[src/cache_defines.svh]
`ifndef CACHE_DEFINES_SVH
`define CACHE_DEFINES_SVH

// ------------------------------
// Address layout of the directory
// ------------------------------

// Width of the byte address issued by the client
`define ADDR_WIDTH 16

// Byte select inside one line, lowest bits of the address
`define OFFSET_WIDTH 2

// Line select, the bits just above the offset
`define INDEX_WIDTH 4

// Everything above index and offset is kept as the tag
`define TAG_WIDTH (`ADDR_WIDTH - `INDEX_WIDTH - `OFFSET_WIDTH)

// One directory entry per index value, 16 lines in total
`define CACHE_DEPTH (1 << `INDEX_WIDTH)

// The three fields must tile the address exactly
// A change to INDEX_WIDTH resizes both memories and the tag together

`endif

[src/cache_addr_pkg.sv]
`default_nettype none

`include "cache_defines.svh"

// ------------------------------
// Address field types
// ------------------------------

package cache_addr_pkg;

    // Full byte address as seen on the client side
    typedef logic [`ADDR_WIDTH-1:0] addr_t;

    // Selects one line of the tag and status memories
    typedef logic [`INDEX_WIDTH-1:0] index_t;

    // Upper address bits stored per line and compared on every access
    typedef logic [`TAG_WIDTH-1:0] tag_t;

    // The byte offset has no type of its own
    // The directory never looks below line granularity

endpackage : cache_addr_pkg

`default_nettype wire

[src/cache_op_pkg.sv]
`default_nettype none

// ------------------------------
// Operation and control types
// ------------------------------

package cache_op_pkg;

    // Operations a client can request, one per handshake
    typedef enum logic [1:0] {
        OP_LOOKUP     = 2'd0,
        OP_FILL       = 2'd1,
        OP_WRITE      = 2'd2,
        OP_INVALIDATE = 2'd3
    } cache_op_t;

    // Handshake controller states
    // READ launches both memory reads, RESOLVE sees their data and writes back
    typedef enum logic [1:0] {
        ST_IDLE    = 2'd0,
        ST_READ    = 2'd1,
        ST_RESOLVE = 2'd2,
        ST_ACK     = 2'd3
    } ctrl_state_t;

endpackage : cache_op_pkg

`default_nettype wire

[src/cache_directory_top.sv]
`timescale 1ns/1ps
`default_nettype none

module cache_directory_top import cache_addr_pkg::*, cache_op_pkg::*; (
    input  wire logic      clk_i,
    input  wire logic      reset_i,

    // Client handshake
    input  wire logic      req_i,
    input  wire cache_op_t op_i,
    input  wire addr_t     addr_i,
    output logic           ack_o,
    output logic           hit_o,
    output logic           dirty_o,
    output logic           writeback_o,
    output tag_t           victim_tag_o,

    // Probe port into the status memory
    input  wire logic      probe_en_i,
    input  wire index_t    probe_index_i,
    output logic           probe_valid_o,
    output logic           probe_dirty_o
);

    // ------------------------------
    // Internal nets
    // ------------------------------

    // Controller to tag memory
    logic   tag_rd;
    logic   tag_wr;
    index_t line_index;
    tag_t   wr_tag;
    tag_t   rd_tag;

    // Controller to status memory port 0
    logic   stat_rd;
    logic   stat_wr;
    logic   stat_valid_wr;
    logic   stat_dirty_wr;
    logic   stat_valid_rd;
    logic   stat_dirty_rd;

    // ------------------------------
    // Instances
    // ------------------------------

    tag_memory u_tag (
        .clk_i    (clk_i),
        .rd_en_i  (tag_rd),
        .wr_en_i  (tag_wr),
        .index_i  (line_index),
        .wr_tag_i (wr_tag),
        .rd_tag_o (rd_tag)
    );

    // Port 0 shares the line index with the tag memory
    status_memory u_status (
        .clk_i         (clk_i),
        .reset_i       (reset_i),
        .port0_index_i (line_index),
        .port0_rd_en_i (stat_rd),
        .port0_wr_en_i (stat_wr),
        .port0_valid_i (stat_valid_wr),
        .port0_dirty_i (stat_dirty_wr),
        .port0_valid_o (stat_valid_rd),
        .port0_dirty_o (stat_dirty_rd),
        .port1_rd_en_i (probe_en_i),
        .port1_index_i (probe_index_i),
        .port1_valid_o (probe_valid_o),
        .port1_dirty_o (probe_dirty_o)
    );

    directory_control u_ctrl (
        .clk_i        (clk_i),
        .reset_i      (reset_i),
        .req_i        (req_i),
        .op_i         (op_i),
        .addr_i       (addr_i),
        .ack_o        (ack_o),
        .hit_o        (hit_o),
        .dirty_o      (dirty_o),
        .writeback_o  (writeback_o),
        .victim_tag_o (victim_tag_o),
        .tag_rd_o     (tag_rd),
        .tag_wr_o     (tag_wr),
        .index_o      (line_index),
        .wr_tag_o     (wr_tag),
        .rd_tag_i     (rd_tag),
        .stat_rd_o    (stat_rd),
        .stat_wr_o    (stat_wr),
        .stat_valid_o (stat_valid_wr),
        .stat_dirty_o (stat_dirty_wr),
        .stat_valid_i (stat_valid_rd),
        .stat_dirty_i (stat_dirty_rd)
    );

endmodule : cache_directory_top

`default_nettype wire

[src/directory_control.sv]
`timescale 1ns/1ps
`default_nettype none

`include "cache_defines.svh"

module directory_control import cache_addr_pkg::*, cache_op_pkg::*; (
    input  wire logic      clk_i,
    input  wire logic      reset_i,

    // Client handshake and response
    input  wire logic      req_i,
    input  wire cache_op_t op_i,
    input  wire addr_t     addr_i,
    output logic           ack_o,
    output logic           hit_o,
    output logic           dirty_o,
    output logic           writeback_o,
    output tag_t           victim_tag_o,

    // Tag memory side
    output logic           tag_rd_o,
    output logic           tag_wr_o,
    output index_t         index_o,
    output tag_t           wr_tag_o,
    input  wire tag_t      rd_tag_i,

    // Status memory port 0 side
    output logic           stat_rd_o,
    output logic           stat_wr_o,
    output logic           stat_valid_o,
    output logic           stat_dirty_o,
    input  wire logic      stat_valid_i,
    input  wire logic      stat_dirty_i
);

    ctrl_state_t state_q;
    ctrl_state_t state_d;
    logic        req_q;
    index_t      line_index;
    tag_t        addr_tag;
    logic        line_hit;
    logic        resolving;

    // Response computed in the resolve cycle
    logic        hit_d;
    logic        dirty_d;
    logic        writeback_d;
    tag_t        victim_d;

    // Update requested by the current operation
    logic        upd_tag;
    logic        upd_stat;
    logic        new_valid;
    logic        new_dirty;

    // ------------------------------
    // Address split
    // ------------------------------

    // addr_i is held by the client for the whole handshake
    // The offset bits are below line granularity and are ignored
    assign line_index = addr_i[`OFFSET_WIDTH +: `INDEX_WIDTH];
    assign addr_tag   = addr_i[`ADDR_WIDTH-1 -: `TAG_WIDTH];

    assign index_o  = line_index;
    assign wr_tag_o = addr_tag;

    // ------------------------------
    // Handshake FSM
    // ------------------------------

    // req_i is registered once before the FSM sees it
    // This puts ack_o three edges after req_i is first sampled high
    always_ff @(posedge clk_i) begin
        if (reset_i) begin
            req_q   <= 1'b0;
            state_q <= ST_IDLE;
        end else begin
            req_q   <= req_i;
            state_q <= state_d;
        end
    end

    // ACK is left only once the client has dropped req
    // A held req keeps the response on the pins indefinitely
    always_comb begin
        state_d = state_q;
        case (state_q)
            ST_IDLE:    if (req_q) state_d = ST_READ;
            ST_READ:    state_d = ST_RESOLVE;
            ST_RESOLVE: state_d = ST_ACK;
            ST_ACK:     if (!req_q) state_d = ST_IDLE;
            default:    state_d = ST_IDLE;
        endcase
    end

    // Tag and status reads are launched together
    assign tag_rd_o  = (state_q == ST_READ);
    assign stat_rd_o = (state_q == ST_READ);
    assign resolving = (state_q == ST_RESOLVE);
    assign ack_o     = (state_q == ST_ACK);

    // ------------------------------
    // Resolve logic
    // ------------------------------

    // A stale tag of an invalid line never counts as a hit
    assign line_hit = stat_valid_i && (rd_tag_i == addr_tag);

    always_comb begin
        // Defaults cover lookup completely
        hit_d       = line_hit;
        dirty_d     = line_hit && stat_dirty_i;
        writeback_d = 1'b0;
        victim_d    = '0;
        upd_tag     = 1'b0;
        upd_stat    = 1'b0;
        new_valid   = 1'b0;
        new_dirty   = 1'b0;
        case (op_i)
            OP_FILL: begin
                // The old line goes out only if it held modified data
                writeback_d = stat_valid_i && stat_dirty_i;
                // Victim tag is only reported for a line that was in use
                victim_d    = stat_valid_i ? rd_tag_i : '0;
                upd_tag     = 1'b1;
                upd_stat    = 1'b1;
                new_valid   = 1'b1;
            end
            OP_WRITE: begin
                // A miss leaves the directory untouched
                upd_stat  = line_hit;
                new_valid = 1'b1;
                new_dirty = 1'b1;
            end
            OP_INVALIDATE: begin
                writeback_d = line_hit && stat_dirty_i;
                upd_stat    = line_hit;
            end
            default: begin
                // Lookup only reports, nothing is written
                upd_stat = 1'b0;
            end
        endcase
    end

    // Writes land at the edge that enters ACK
    assign tag_wr_o     = resolving && upd_tag;
    assign stat_wr_o    = resolving && upd_stat;
    assign stat_valid_o = new_valid;
    assign stat_dirty_o = new_dirty;

    // Response registers load once per operation and hold until the next one
    always_ff @(posedge clk_i) begin
        if (reset_i) begin
            hit_o        <= 1'b0;
            dirty_o      <= 1'b0;
            writeback_o  <= 1'b0;
            victim_tag_o <= '0;
        end else if (resolving) begin
            hit_o        <= hit_d;
            dirty_o      <= dirty_d;
            writeback_o  <= writeback_d;
            victim_tag_o <= victim_d;
        end
    end

endmodule : directory_control

`default_nettype wire

[src/status_memory.sv]
`timescale 1ns/1ps
`default_nettype none

`include "cache_defines.svh"

module status_memory import cache_addr_pkg::*; (
    input  wire logic   clk_i,
    input  wire logic   reset_i,

    // Port 0, read and write at one index, used by the controller
    input  wire index_t port0_index_i,
    input  wire logic   port0_rd_en_i,
    input  wire logic   port0_wr_en_i,
    input  wire logic   port0_valid_i,
    input  wire logic   port0_dirty_i,
    output logic        port0_valid_o,
    output logic        port0_dirty_o,

    // Port 1, read only, brought out as the probe port
    input  wire logic   port1_rd_en_i,
    input  wire index_t port1_index_i,
    output logic        port1_valid_o,
    output logic        port1_dirty_o
);

    // ------------------------------
    // Status banks
    // ------------------------------

    // Valid and dirty live in separate banks
    // Both banks share the port 0 write enable since every update sets both bits
    logic valid_bank [0:`CACHE_DEPTH-1];
    logic dirty_bank [0:`CACHE_DEPTH-1];

    // Port 0 owns the write side of both banks
    // Reset empties the whole directory, so no line can hit after reset
    always_ff @(posedge clk_i) begin
        if (reset_i) begin
            for (int i = 0; i < `CACHE_DEPTH; i++) begin
                valid_bank[i] <= 1'b0;
                dirty_bank[i] <= 1'b0;
            end
            port0_valid_o <= 1'b0;
            port0_dirty_o <= 1'b0;
        end else begin
            if (port0_wr_en_i) begin
                valid_bank[port0_index_i] <= port0_valid_i;
                dirty_bank[port0_index_i] <= port0_dirty_i;
            end
            // Read register holds its value between reads
            if (port0_rd_en_i) begin
                port0_valid_o <= valid_bank[port0_index_i];
                port0_dirty_o <= dirty_bank[port0_index_i];
            end
        end
    end

    // ------------------------------
    // Probe read port
    // ------------------------------

    // Same-edge read of an index under write sees the old bits
    // The write lands at this edge too, so the next probe sees the new ones
    always_ff @(posedge clk_i) begin
        if (reset_i) begin
            port1_valid_o <= 1'b0;
            port1_dirty_o <= 1'b0;
        end else if (port1_rd_en_i) begin
            port1_valid_o <= valid_bank[port1_index_i];
            port1_dirty_o <= dirty_bank[port1_index_i];
        end
    end

endmodule : status_memory

`default_nettype wire

[src/tag_memory.sv]
`timescale 1ns/1ps
`default_nettype none

`include "cache_defines.svh"

module tag_memory import cache_addr_pkg::*; (
    input  wire logic   clk_i,

    // Single shared port, read and write use the same index
    input  wire logic   rd_en_i,
    input  wire logic   wr_en_i,
    input  wire index_t index_i,
    input  wire tag_t   wr_tag_i,
    output tag_t        rd_tag_o
);

    // ------------------------------
    // Tag storage
    // ------------------------------

    // One tag per line
    // Contents are meaningless until the matching valid bit is set
    tag_t tag_array [0:`CACHE_DEPTH-1];

    // Write port
    // The controller only writes in its resolve cycle, after the read is done
    always_ff @(posedge clk_i) begin
        if (wr_en_i) begin
            tag_array[index_i] <= wr_tag_i;
        end
    end

    // ------------------------------
    // Registered read
    // ------------------------------

    // Read data appears the cycle after rd_en_i and then holds
    // Holding lets the controller use it for the whole resolve cycle
    always_ff @(posedge clk_i) begin
        if (rd_en_i) begin
            rd_tag_o <= tag_array[index_i];
        end
    end

    // A read and a write at the same edge return the old tag
    // The controller never issues both together, so this is not relied on

endmodule : tag_memory

`default_nettype wire

[config.mk]
export PLATFORM = sky130hd
export DESIGN_NAME = cache_directory_top
export DESIGN_NICKNAME = d
export VERILOG_FILES = /design/src/cache_addr_pkg.sv /design/src/cache_op_pkg.sv /design/src/cache_directory_top.sv /design/src/directory_control.sv /design/src/status_memory.sv /design/src/tag_memory.sv
export VERILOG_INCLUDE_DIRS = /design/src
export SDC_FILE = /design/constraint.sdc
export NUM_CORES = 1
export LEC_CHECK = 0
export BUFFER_PORTS_ARGS = -buffer_cell sky130_fd_sc_hd__buf_2
export CAP_MARGIN = 5
export CORE_MARGIN = 4
export CORE_UTILIZATION = 60
export DETAILED_ROUTE_END_ITERATION = 8
export PLACE_DENSITY = 0.89
export REMOVE_ABC_BUFFERS = 1
export SLEW_MARGIN = 20
export SYNTH_ARGS = -nofsm -noshare
export SYNTH_HDL_FRONTEND = slang
export SYNTH_SLANG_ARGS = --single-unit
[constraint.sdc]
create_clock -name clk_i -period 2.6 [get_ports clk_i]
set_input_delay 0.26 -clock clk_i [delete_from_list [all_inputs] [get_ports clk_i]]
set_output_delay 0.26 -clock clk_i [all_outputs]
set_load 0.1 [all_outputs]
## After elaboration in Yosys (flattened, before gate mapping)

Memory sizes are Yosys's and may differ from the RTL's. A register that Yosys moved wholly into a read port is not among the register bits.
Cells that the tools add are included.

- Register bits: 16
- Memory bits (writable): 192
- Output and inout bits: 16
- Logic and storage cells: 52
- Memories kept: 3

- Equal/unequal tests: 9
- Muxes and demuxes: 23
- Reduce and logical (&&, ||, !) cells: 11

Memory list:

| name | depth | bits a word | rd ports | clocked after memory_dff | write ports | RTL line | text |
|---|---|---|---|---|---|---|---|
| u_tag.tag_array | 16 | 10 | 1 | 1 | 1 | tag_memory.sv:23 | `` tag_t tag_array [0:`CACHE_DEPTH-1]; `` |
| u_status.dirty_bank | 16 | 1 | 2 | 2 | 16 | status_memory.sv:33 | `` logic dirty_bank [0:`CACHE_DEPTH-1]; `` |
| u_status.valid_bank | 16 | 1 | 2 | 2 | 16 | status_memory.sv:32 | `` logic valid_bank [0:`CACHE_DEPTH-1]; `` |

Operator list:

| operator | count |
|---|---|
| 10-bit 2-to-1 mux | 2 |
| 1-bit 2-to-1 mux | 14 |
| 10-bit equality test | 1 |
| 2-bit equality test (second input constant) | 4 |
| 4-bit 2-to-1 mux | 2 |
| 2-bit case mux with 4 select lines | 1 |
| 1-bit logical AND | 5 |
| 2-bit by 1-bit equality test with 1-bit output (second input constant) | 2 |
| 2-bit 2-to-1 mux | 2 |
| 1-bit case mux with 2 select lines | 2 |
| 2-bit OR reduction | 2 |
| 2-bit logical NOT | 1 |
| 2-bit by 1-bit inequality test with 1-bit output (second input constant) | 1 |
| 2-bit inequality test (second input constant) | 1 |
| 2-bit AND reduction | 1 |
| 1-bit OR reduction | 2 |

## Depth between registers and ports, before layout

Gate-level depths: netlist (run 1).

- Depth in word-level cells: 9
- Gate-level depth with buffers: 7
- Depth with buffers taken out: 6

## Cells and area by module

Synthesis (run 1) repeated with hierarchy kept, for this count alone.

- Cell total of the unflattened synthesis: 577
- Area, all modules: 9,500.4 um2

By module, submodules not included:

| module | instances | cells each | area an instance (um2) |
|---|---|---|---|
| tag_memory | 1 | 280 | 6,403.6 |
| status_memory | 1 | 187 | 2,125.8 |
| directory_control | 1 | 110 | 970.9 |

## Least setup slack after synthesis (run 1)

Ideal clock, no wire load.

- Path type: register to register
- Start: register u_ctrl.state_q[0]
- End: memory u_tag.tag_array[10][0] (netlist bit), enable pin
- Library setup time: 0.376 ns
- Data arrival time: 1.646 ns
- Data required time: 2.224 ns
- Path slack: 0.578 ns
- Stages on the path, launching flop included: 7
- Buffers on the path: 1
- Clock period less this slack: 2.022 ns
- Path through: dfxtp_1 > inv_1 > ha_1 > clkbuf_1 > nor2b_2 > nand3_1 > nor2_1

- Word-level cells in the longest chain between the ends: 4

Ends and longest elaborated chain:

| item | RTL line | text |
|---|---|---|
| from (decl) | directory_control.sv:36 | `ctrl_state_t state_q;` |
| from (signal assigned) | directory_control.sv:80 | `state_q <= state_d;` |
| 2-bit equality test | directory_control.sv:100 | `assign resolving = (state_q == ST_RESOLVE);` |
| 1-bit logical AND | directory_control.sv:148 | `assign tag_wr_o = resolving && upd_tag;` |
| 1-bit 2-to-1 mux | tag_memory.sv:28 | `if (wr_en_i) begin` |
| 1-bit 2-to-1 mux (not written as such) | tag_memory.sv:29 | `tag_array[index_i] <= wr_tag_i;` |
| to (decl) | tag_memory.sv:23 |  |

No other way between the ends.

==> flow_metrics.env, run 1 <==
export IMPL_synth_largest_area_cell="edfxtp_1"
export IMPL_seq_area_frac_synth=0.6925
export IMPL_firstDrtPassIters=5
export IMPL_synth_distinct_cells=40
export IMPL_rows=45
export IMPL_dp_slack_ps=72.87
export IMPL_grt_setup_unrepaired="yes"
export IMPL_die_height_um=132.8
export IMPL_leakage_nw=3.722
export IMPL_slew_viol_final=0
export IMPL_rr_worst_depth=4
export IMPL_gp_congestion=0.9211
export IMPL_startpoint_type="register"
export IMPL_hold_path_class="input pin to register"
export IMPL_postCtsSetupBuffers=0
export IMPL_maxCapViolations=0
export IMPL_die_width_um=132.8
export IMPL_grt_pass1_wl_um=34530
export IMPL_r2r_start="u_tag.rd_tag_o[0]"
export IMPL_grt_pass1_vias=5693
export IMPL_critical_path_class="register to register"
export IMPL_drtIter0Drc=720
export IMPL_min_delay_start="addr_i[15]"
export IMPL_syn_to_final_growth_pct=15.93
export IMPL_num_io_pins=42
export IMPL_synth_most_common_cell="edfxtp_1"
export IMPL_finish_instance_area_um2=10830
export IMPL_antenna_cells=0
export IMPL_fin_tns_setup_ps=0
export IMPL_arrival_ps=2670
export IMPL_timing_fmax_mhz=398.0
export IMPL_critPathMaxFanout=34
export IMPL_holdPathEnd="u_tag.tag_array[0][9]"
export IMPL_wire_per_inst_um=27.73
export IMPL_fin_ws_ps=87.52
export IMPL_cts_sinks=222
export IMPL_synth_area_per_cell_um2=17.62
export IMPL_fill_cells=873
export IMPL_yosys_top_cells_count="edfxtp_1, mux4_2, nor2_1, nor3_1, dfxtp_1"
export IMPL_synth_edf_count=202
export IMPL_grt_overflow=0
export IMPL_clk_latency_ps=510
export IMPL_drive_gt1_frac=0.2997
export IMPL_outcome="completed"
export IMPL_holdPathStages=1
export IMPL_required_ps=2750
export IMPL_cts_max_path_buffers=3
export IMPL_cts_tree="yes"
export IMPL_worstReg2RegEnd="u_status.valid_bank[9]"
export IMPL_finalCriticalPeriod_ps=2512
export IMPL_worst_pin_slew_ps=904.4
export IMPL_die_area_um2=17620
export IMPL_cts_buffers=23
export IMPL_dp_final_hpwl_um=13870
export IMPL_synth_warnings=0
export IMPL_clkSlewWorstSetupHoldPaths_ps=60
export IMPL_antenna_left=0
export IMPL_yosys_top_cells_area="edfxtp_1, mux4_2, dfxtp_1"
export IMPL_ys_async_sr_fraction=0
export IMPL_max_slew_margin=0.3971
export IMPL_synth_seq_cells=222
export IMPL_cts_max_level=1
export IMPL_setup_viol=0
export IMPL_initial_core_util=0.6142
export IMPL_routed_via_count=5590
export IMPL_io_buffers=39
export IMPL_powerDensity_nw_per_um2=780.2
export IMPL_ir_worst_vdd_v=0.0006148
export IMPL_vias_per_cell=6.884
export IMPL_dpl_cell_area_um2=9985
export IMPL_synth_area_um2=9338
export IMPL_startpoint="u_tag.rd_tag_o[0]"
export IMPL_grt_antenna_before_repair=0
export IMPL_hold_viol=0
export IMPL_coreArea_um2=15200
export IMPL_synth_cells=530
export IMPL_min_period_over_period=0.9663
export IMPL_cts_root_buf="clkbuf_16"
export IMPL_grt_start_max_net_pins=49
export IMPL_end_kind="register"
export IMPL_reg2reg_slack_ps=90
export IMPL_fin_nets=642
export IMPL_synth_top_area_share=0.6496
export IMPL_skew_ps=16.40
export IMPL_drt_total_wl_um=22520
export IMPL_grt_usage=0.2634
export IMPL_post_route_drc_count=0
export IMPL_synth_flop_cell="edfxtp_1"
-- worst max-delay path: stages (launching register included) --
cell and delay [ps]:
edfxtp_1 410, xor2_1 200, nor4b_2 560, a31oi_4 420, o31ai_1 580
-- state kept, by name (all words and copies together), names as in the netlist --
signal	flops
u_ctrl.writeback_o	1
u_status.port0_dirty_o	1
u_status.valid_bank	16
u_ctrl.dirty_o	1
u_tag.tag_array	160
u_tag.rd_tag_o	10
u_ctrl.victim_tag_o	10
u_status.port1_valid_o	1
u_status.dirty_bank	16
u_ctrl.state_q	2
u_status.port1_dirty_o	1
u_status.port0_valid_o	1
u_ctrl.hit_o	1
u_ctrl.req_q	1
-- per-layer routing --
metal / track usage / part of all wire / vias to the layer above
met1: 0.3401 / 0.35 / 2765
met3: 0.06768 / 0.11 / 82
met2: 0.4427 / 0.50 / 424
met4: 0.08661 / 0.037 / 0
met5: 0 / 0 / -
li1: - / - / 2319
-- cell usage in the layout, fill, tap and decap left out, types with 4 or more instances in the layout --
cell type,instances
clkinv_2,4
dfxtp_1,20
a21oi_1,6
mux2i_1,19
buf_4,45
nand2_1,16
ha_1,8
xor2_1,10
mux4_2,48
a22oi_1,14
nor2_1,33
nor2b_1,5
nor3_1,25
mux4_1,8
nand3_1,14
nor4_1,9
buf_2,39
clkbuf_16,25
edfxtp_1,202
nand4_1,8
inv_1,8
o31ai_1,16
-- worst max path at each step --
stage	end
after floorplan	u_status.dirty_bank[0]
after global placement	u_status.valid_bank[14]
after detailed placement	u_status.valid_bank[10]
after CTS	u_status.dirty_bank[9]
after global routing	u_status.dirty_bank[9]
final	u_status.valid_bank[9]
-- kinds of logic (layout without fill, tap and decap cells) --
| kind of cell | after synthesis | in the layout | synth area share |
|---|---|---|---|
| DFF | 222 | 222 | 0.6925 |
| and+or+nand+nor | 122 | 122 | 0.06579 |
| muxes | 77 | 77 | 0.1611 |
| AOI/OAI and AO/OA | 48 | 48 | 0.03806 |
| buffers and inverters | 43 | 137 | 0.02251 |
| xor gates and xnor gates | 10 | 10 | 0.009379 |
| adders and majority gates | 8 | 8 | 0.01072 |
-- area by class of cell --
| cell class | instances | area (µm²) | area share |
|---|---|---|---|
| repair buffers | 87 | 583.1 | 0.05386 |
| clock buffers | 28 | 656.9 | 0.06068 |
| clock inverters | 13 | 163.9 | 0.01514 |
| well taps | 188 | 235.2 | 0.02173 |
| inverters | 9 | 33.78 | 0.003121 |
| flip-flops and latches | 222 | 6466 | 0.5973 |
| multi-input cells | 265 | 2686 | 0.2482 |
-- timing repair --
| action | CTS | global route |
|---|---|---|
| gates resized for setup | 0 | 2 |
| hold endpoints to repair | 1 | 0 |
| hold buffers | 1 | 0 |
| setup endpoints to repair | 0 | 12 |
-- power breakdown --
group          total (mW)  switching, mW  internal (mW)
clock network        3.47           1.35           2.12
logic               0.856          0.556          0.300
registers            4.12         0.0909           4.03
-- metrics by stage --
stage	hold slack, ps	total power, mW	instances	util
2_1_floorplan	329.1	4.648	496	-
3_3_place_gp	439.1	4.967	770	0.6568
3_5_place_dp	448.6	5.018	770	0.6568
4_1_cts	6.440	8.479	812	0.7114
5_1_grt	14.33	8.716	812	0.7121
6_report	24.52	8.446	812	0.7121
Note: power is estimated with default switching activity, not from simulation.
==> inputs of run 2 (changes only) <==
CORE_UTILIZATION = 55   (was 60)
PLACE_DENSITY = 0.86   (was 0.89)
RECOVER_POWER = 50   (was unset)
clock period = 2 ns   (was 2.6 ns; I/O delays follow)
==> run 2 against run 1 <==
The flow now finishes with violations (setup timing); worst setup slack got worse by 180 ps; first-iteration DRC count increased by 6.1%; critical endpoint is now u_status.dirty_bank[14]; final area increased by 4.4%; clock skew increased by 7.8 ps; maximum frequency increased by 20%; largest power group unchanged; clock power increased by 16%.
==> flow_metrics.env, run 2 (same netlist as run 1, synthesis figures left out) <==
export IMPL_fin_ws_ps=-93.16
export IMPL_drive_gt1_frac=0.3485
export IMPL_violations="setup timing"
export IMPL_rr_worst_depth=6
export IMPL_leakage_nw=3.814
export IMPL_num_io_pins=42
export IMPL_required_ps=2170
export IMPL_outcome="finished, violations left"
export IMPL_wire_per_inst_um=26.49
export IMPL_slowest_delay_ps=460
export IMPL_drtIter0Drc=764
export IMPL_hold_viol=0
export IMPL_layout_common_cells="edfxtp_1, buf_4, mux4_2"
export IMPL_dp_final_hpwl_um=14540
export IMPL_ir_worst_vdd_v=0.0007509
export IMPL_grt_overflow=0
export IMPL_min_period_over_period=1.047
export IMPL_layout_cells_non_filler=880
export IMPL_cts_sinks=222
export IMPL_layout_commonest_cell="edfxtp_1"
export IMPL_seqPwrFrac=0.499
export IMPL_antenna_cells=0
export IMPL_firstDrtPassIters=5
export IMPL_maxCapViolations=0
export IMPL_holdPathStages=4
export IMPL_clk_latency_ps=510
export IMPL_startpoint_type="register"
export IMPL_cts_tree="yes"
export IMPL_skew_ps=24.17
export IMPL_reg_top3="u_tag.tag_array: 160 flops, u_status.dirty_bank: 16 flops, u_status.valid_bank: 16 flops"
export IMPL_slew_viol_final=0
export IMPL_vias_per_cell=6.473
export IMPL_fin_nets=679
export IMPL_internal_power_mw=8.102
export IMPL_largest_register="u_tag.tag_array"
export IMPL_cts_buffers=22
export IMPL_cts_root_buf="clkbuf_16"
export IMPL_initial_core_util=0.5631
export IMPL_worst_pin_slew_ps=1046
export IMPL_die_area_um2=19130
export IMPL_routed_via_count=5696
export IMPL_worst_path_buf_inv=2
export IMPL_grt_antenna_before_repair=0
export IMPL_crit_slowest_cell="edfxtp_1"
export IMPL_grt_pass1_wl_um=34480
export IMPL_arrival_ps=2260
export IMPL_die_width_um=138.3
export IMPL_path_delay_family="flip-flops"
export IMPL_end_kind="register"
export IMPL_max_slew_margin=0.3024
export IMPL_dp_cells=835
export IMPL_io_buffers=39
export IMPL_switching_power_mw=2.608
export IMPL_hold_path_class="input pin to register"
export IMPL_grt_usage=0.2352
export IMPL_post_route_drc_count=0
export IMPL_antenna_left=0
export IMPL_cts_max_path_buffers=3
export IMPL_clkSlewWorstSetupHoldPaths_ps=70
export IMPL_setup_viol=44
export IMPL_dp_slack_ps=-123.7
export IMPL_pwr_share_clk=0.377
export IMPL_gp_congestion=0.8611
export IMPL_die_height_um=138.3
export IMPL_syn_to_final_growth_pct=20.98
export IMPL_grt_start_max_net_pins=34
export IMPL_rows=47
export IMPL_cts_max_level=1
export IMPL_finalCriticalPeriod_ps=2093
export IMPL_path_cells="xor2_2, nor4b_2, buf_4, a31oi_4, buf_12, o31ai_2"
export IMPL_critical_path_depth=6
export IMPL_power_frac_comb=0.124
export IMPL_critPathMaxFanout=31
export IMPL_timing_fmax_mhz=477.7
export IMPL_grt_pass1_vias=5774
export IMPL_grt_setup_unrepaired="yes"
export IMPL_coreArea_um2=16580
export IMPL_largest_register_ffs=160
export IMPL_powerDensity_nw_per_um2=948.0
export IMPL_drt_total_wl_um=23310
export IMPL_switching_share=0.2435
export IMPL_critical_path_class="register to register"
-- run 2: final timing paths --
kind	from	end	slack, ps
max	u_tag.rd_tag_o[0]	u_status.dirty_bank[14]	-90
min	probe_en_i	u_status.port1_valid_o	20
max reg2reg	u_tag.rd_tag_o[0]	u_status.dirty_bank[14]	-90
min reg2reg	u_status.port1_valid_o	u_status.port1_valid_o	470
-- run 2: worst reg2reg max path: stages (launching register included) --
cell and delay [ps]:
edfxtp_1 460, xor2_2 210, nor4b_2 280, buf_4 180
a31oi_4 100, buf_12 200, o31ai_2 330
-- run 2: metrics by stage --
step	util	hold slack (ps)	power, mW	instance area, µm²	TNS, ps
detailed placement	0.6209	436.0	6.665	10300	-2723
global placement	0.6209	419.0	6.607	10300	0
finish	0.6812	23.82	10.71	11300	-2060
floorplan	-	269.1	6.042	9161	-80120
global route	0.6812	26.69	11.06	11300	-5933
CTS	0.6684	1.284	10.66	11080	-2326
-- run 2: power groups by stage --
stage / clock network (mW) / registers, mW / logic [mW]
floorplan: 0 / 5.46 / 0.585
CTS: 4.06 / 5.34 / 1.27
detailed placement: 0 / 5.43 / 1.23
global placement: 0 / 5.42 / 1.19
global route: 4.30 / 5.35 / 1.41
finish: 4.04 / 5.35 / 1.33
-- run 2: metal layers --
metal / up-vias / share of wire / routed length (µm) / track usage
met5: - / 0 / 0 / 0
met4: 0 / 0.028 / 646 / 0.06084
met3: 62 / 0.087 / 2031 / 0.04040
met2: 386 / 0.51 / 11930 / 0.4088
met1: 2855 / 0.37 / 8704 / 0.3120
li1: 2393 / - / - / -
-- run 2: final cells by class --
cell class | instances | area [µm²]
clock buffers | 29 | 596.8
clock inverters | 10 | 110.1
fillers | 1010 | 5286
inverters | 9 | 33.78
multi-input cells | 265 | 2960
flip-flops and latches | 222 | 6466
well taps | 220 | 275.3
repair buffers | 125 | 854.6
-- run 2: timing repair --
action	CTS	global route
gates resized for setup	8	43
endpoints found under the hold margin	4	0
setup buffers	0	2
hold buffers	4	0
endpoints found under the setup margin	65	86
pin swaps	0	1
==> inputs of run 3 (changes only) <==
--- a/config.mk
+++ b/config.mk
@@ -10,3 +10,3 @@
 export CAP_MARGIN = 5
-export CORE_MARGIN = 4
+export CORE_MARGIN = 5
 export CORE_UTILIZATION = 55
==> constraint.sdc (replaced) <==
create_clock -name clk_i -period 2 [get_ports clk_i]
set_input_delay 0.3 -clock clk_i [delete_from_list [all_inputs] [get_ports clk_i]]
set_output_delay 0.3 -clock clk_i [all_outputs]
set_load 0.1 [all_outputs]
==> run 3 against run 2 <==
The run still ends with setup timing left; non-clock buffer count down 1; total power is 0.87% higher; maximum frequency fell by 1.3%; register-to-register slack worse by 30 ps; critical path type unchanged; critical endpoint is now u_status.valid_bank[13]; largest power group unchanged.
==> flow_metrics.env, run 3 (same netlist as run 1, synthesis figures left out) <==
export IMPL_largest_register_ffs=160
export IMPL_finalCriticalPeriod_ps=2121
export IMPL_slew_viol_final=0
export IMPL_initial_core_util=0.5611
export IMPL_max_slew_margin=0.2227
export IMPL_outcome="finished, violations left"
export IMPL_path_cells="xor2_1, nor4_2, buf_4, a31oi_4, buf_12, o31ai_1"
export IMPL_grt_setup_unrepaired="yes"
export IMPL_setup_viol=33
export IMPL_post_route_drc_count=0
export IMPL_vias_per_cell=6.664
export IMPL_layout_cells_non_filler=880
export IMPL_required_ps=2170
export IMPL_grt_pass1_wl_um=35510
export IMPL_drt_total_wl_um=24440
export IMPL_wire_per_inst_um=27.77
export IMPL_grt_pass1_vias=5887
export IMPL_num_io_pins=42
export IMPL_startpoint_type="register"
export IMPL_critPathMaxFanout=29
export IMPL_dp_final_hpwl_um=14740
export IMPL_cts_max_level=1
export IMPL_grt_overflow=0
export IMPL_clk_latency_ps=510
export IMPL_syn_to_final_growth_pct=21.41
export IMPL_slowest_delay_ps=430
export IMPL_arrival_ps=2290
export IMPL_fin_ws_ps=-121.4
export IMPL_largest_register="u_tag.tag_array"
export IMPL_holdWs_ps=16.68
export IMPL_grt_antenna_before_repair=0
export IMPL_antenna_cells=0
export IMPL_routed_via_count=5864
export IMPL_skew_ps=12.68
export IMPL_cts_max_path_buffers=3
export IMPL_firstDrtPassIters=7
export IMPL_end_kind="register"
export IMPL_cts_buffers=22
export IMPL_layout_commonest_cell="edfxtp_1"
export IMPL_ctsHoldBuffers=0
export IMPL_crit_slowest_cell="edfxtp_1"
export IMPL_grt_start_max_net_pins=30
export IMPL_powerDensity_nw_per_um2=952.9
export IMPL_drive_gt1_frac=0.3545
export IMPL_layout_common_cells="edfxtp_1, buf_4, mux4_2"
export IMPL_leakage_nw=3.845
export IMPL_die_height_um=140.3
export IMPL_hold_path_class="input pin to register"
export IMPL_dp_cells=834
export IMPL_io_buffers=39
export IMPL_timing_fmax_mhz=471.4
export IMPL_reg_top3="u_tag.tag_array: 160 flops, u_status.dirty_bank: 16 flops, u_status.valid_bank: 16 flops"
export IMPL_fin_nets=678
export IMPL_cts_root_buf="clkbuf_16"
export IMPL_antenna_left=0
export IMPL_violations="setup timing"
export IMPL_coreArea_um2=16640
export IMPL_dp_slack_ps=-191.4
export IMPL_worst_pin_slew_ps=1166
export IMPL_grt_usage=0.2372
export IMPL_die_area_um2=19680
export IMPL_maxCapViolations=0
export IMPL_ir_worst_vdd_v=0.0008147
export IMPL_hold_viol=0
export IMPL_cts_tree="yes"
export IMPL_min_period_over_period=1.061
export IMPL_die_width_um=140.3
export IMPL_rows=47
export IMPL_gp_congestion=0.9238
export IMPL_drtIter0Drc=900
export IMPL_fin_total_pwr_mw=10.80
export IMPL_critical_path_class="register to register"
export IMPL_cts_sinks=222
export IMPL_clkSlewWorstSetupHoldPaths_ps=60
==> run 3: cell types whose count changed in the layout (fill, tap and decap cells not counted), sizes merged <==
cell	previous run	this run
dlygate4sd3	4	0
clkbuf	60	68
clkinvlp	1	0
buf	90	91
clkinv	8	4
inv	8	9
bufinv	2	1
==> run 3: repair_timing <==
| action | CTS | global route |
|---|---|---|
| setup buffers | 1 | 5 |
| endpoints found under the setup margin | 44 | 94 |
| pin swaps | 0 | 4 |
| resized for setup | 16 | 40 |
==> run 3: layer usage <==
metal  vias up  routed length [µm]  track usage
met5         -                   0            0
met3       102                2561      0.05283
met1      2928                8690       0.3132
li1       2387                   -            -
met2       447               12100       0.3959
met4         0                1091      0.07751
==> run 3: cell type report <==
class                      count  area, µm²
multi-input combinational    265       2949
sequential                   222       6466
inverter                       9      33.78
clock buffer                  35      649.4
timing repair buffer         124      899.6
clock inverter                 5      63.81
fill                         972       5305
tap                          220      275.3
==> run 3: path summary, 6_finish.rpt <==
kind                     startpoint                       to  slack (ps)  cells past startpoint
max               u_tag.rd_tag_o[9]  u_status.valid_bank[13]        -120                      6
min                           req_i             u_ctrl.req_q          20                      2
max reg2reg       u_tag.rd_tag_o[9]  u_status.valid_bank[13]        -120                      6
min reg2reg  u_status.port1_dirty_o   u_status.port1_dirty_o         480                      2
==> run 3: through the flow <==
| step | cell area (µm²) | TNS, ps | utilization |
|---|---|---|---|
| 6_report | 11340 | -1341 | 0.6812 |
| 3_3_place_gp | 10340 | -1888 | 0.6213 |
| 3_5_place_dp | 10340 | -6144 | 0.6213 |
| 5_1_grt | 11340 | -4344 | 0.6812 |
| 2_1_floorplan | 9161 | -80120 | - |
| 4_1_cts | 11150 | -989.2 | 0.6700 |
==> run 3: power by group <==
group | switching, mW | internal (mW)
registers | 0.126 | 5.24
clock network | 1.71 | 2.37
logic | 0.849 | 0.510
total | 2.69 | 8.11
==> run 3: worst max-delay path, delay by kind of cell, from the launching register on <==
family,cells,cell delay (ps)
simple gates,1,300
flops,1,430
compound gates,2,480
xor+xnor,1,200
buf+inv,2,360
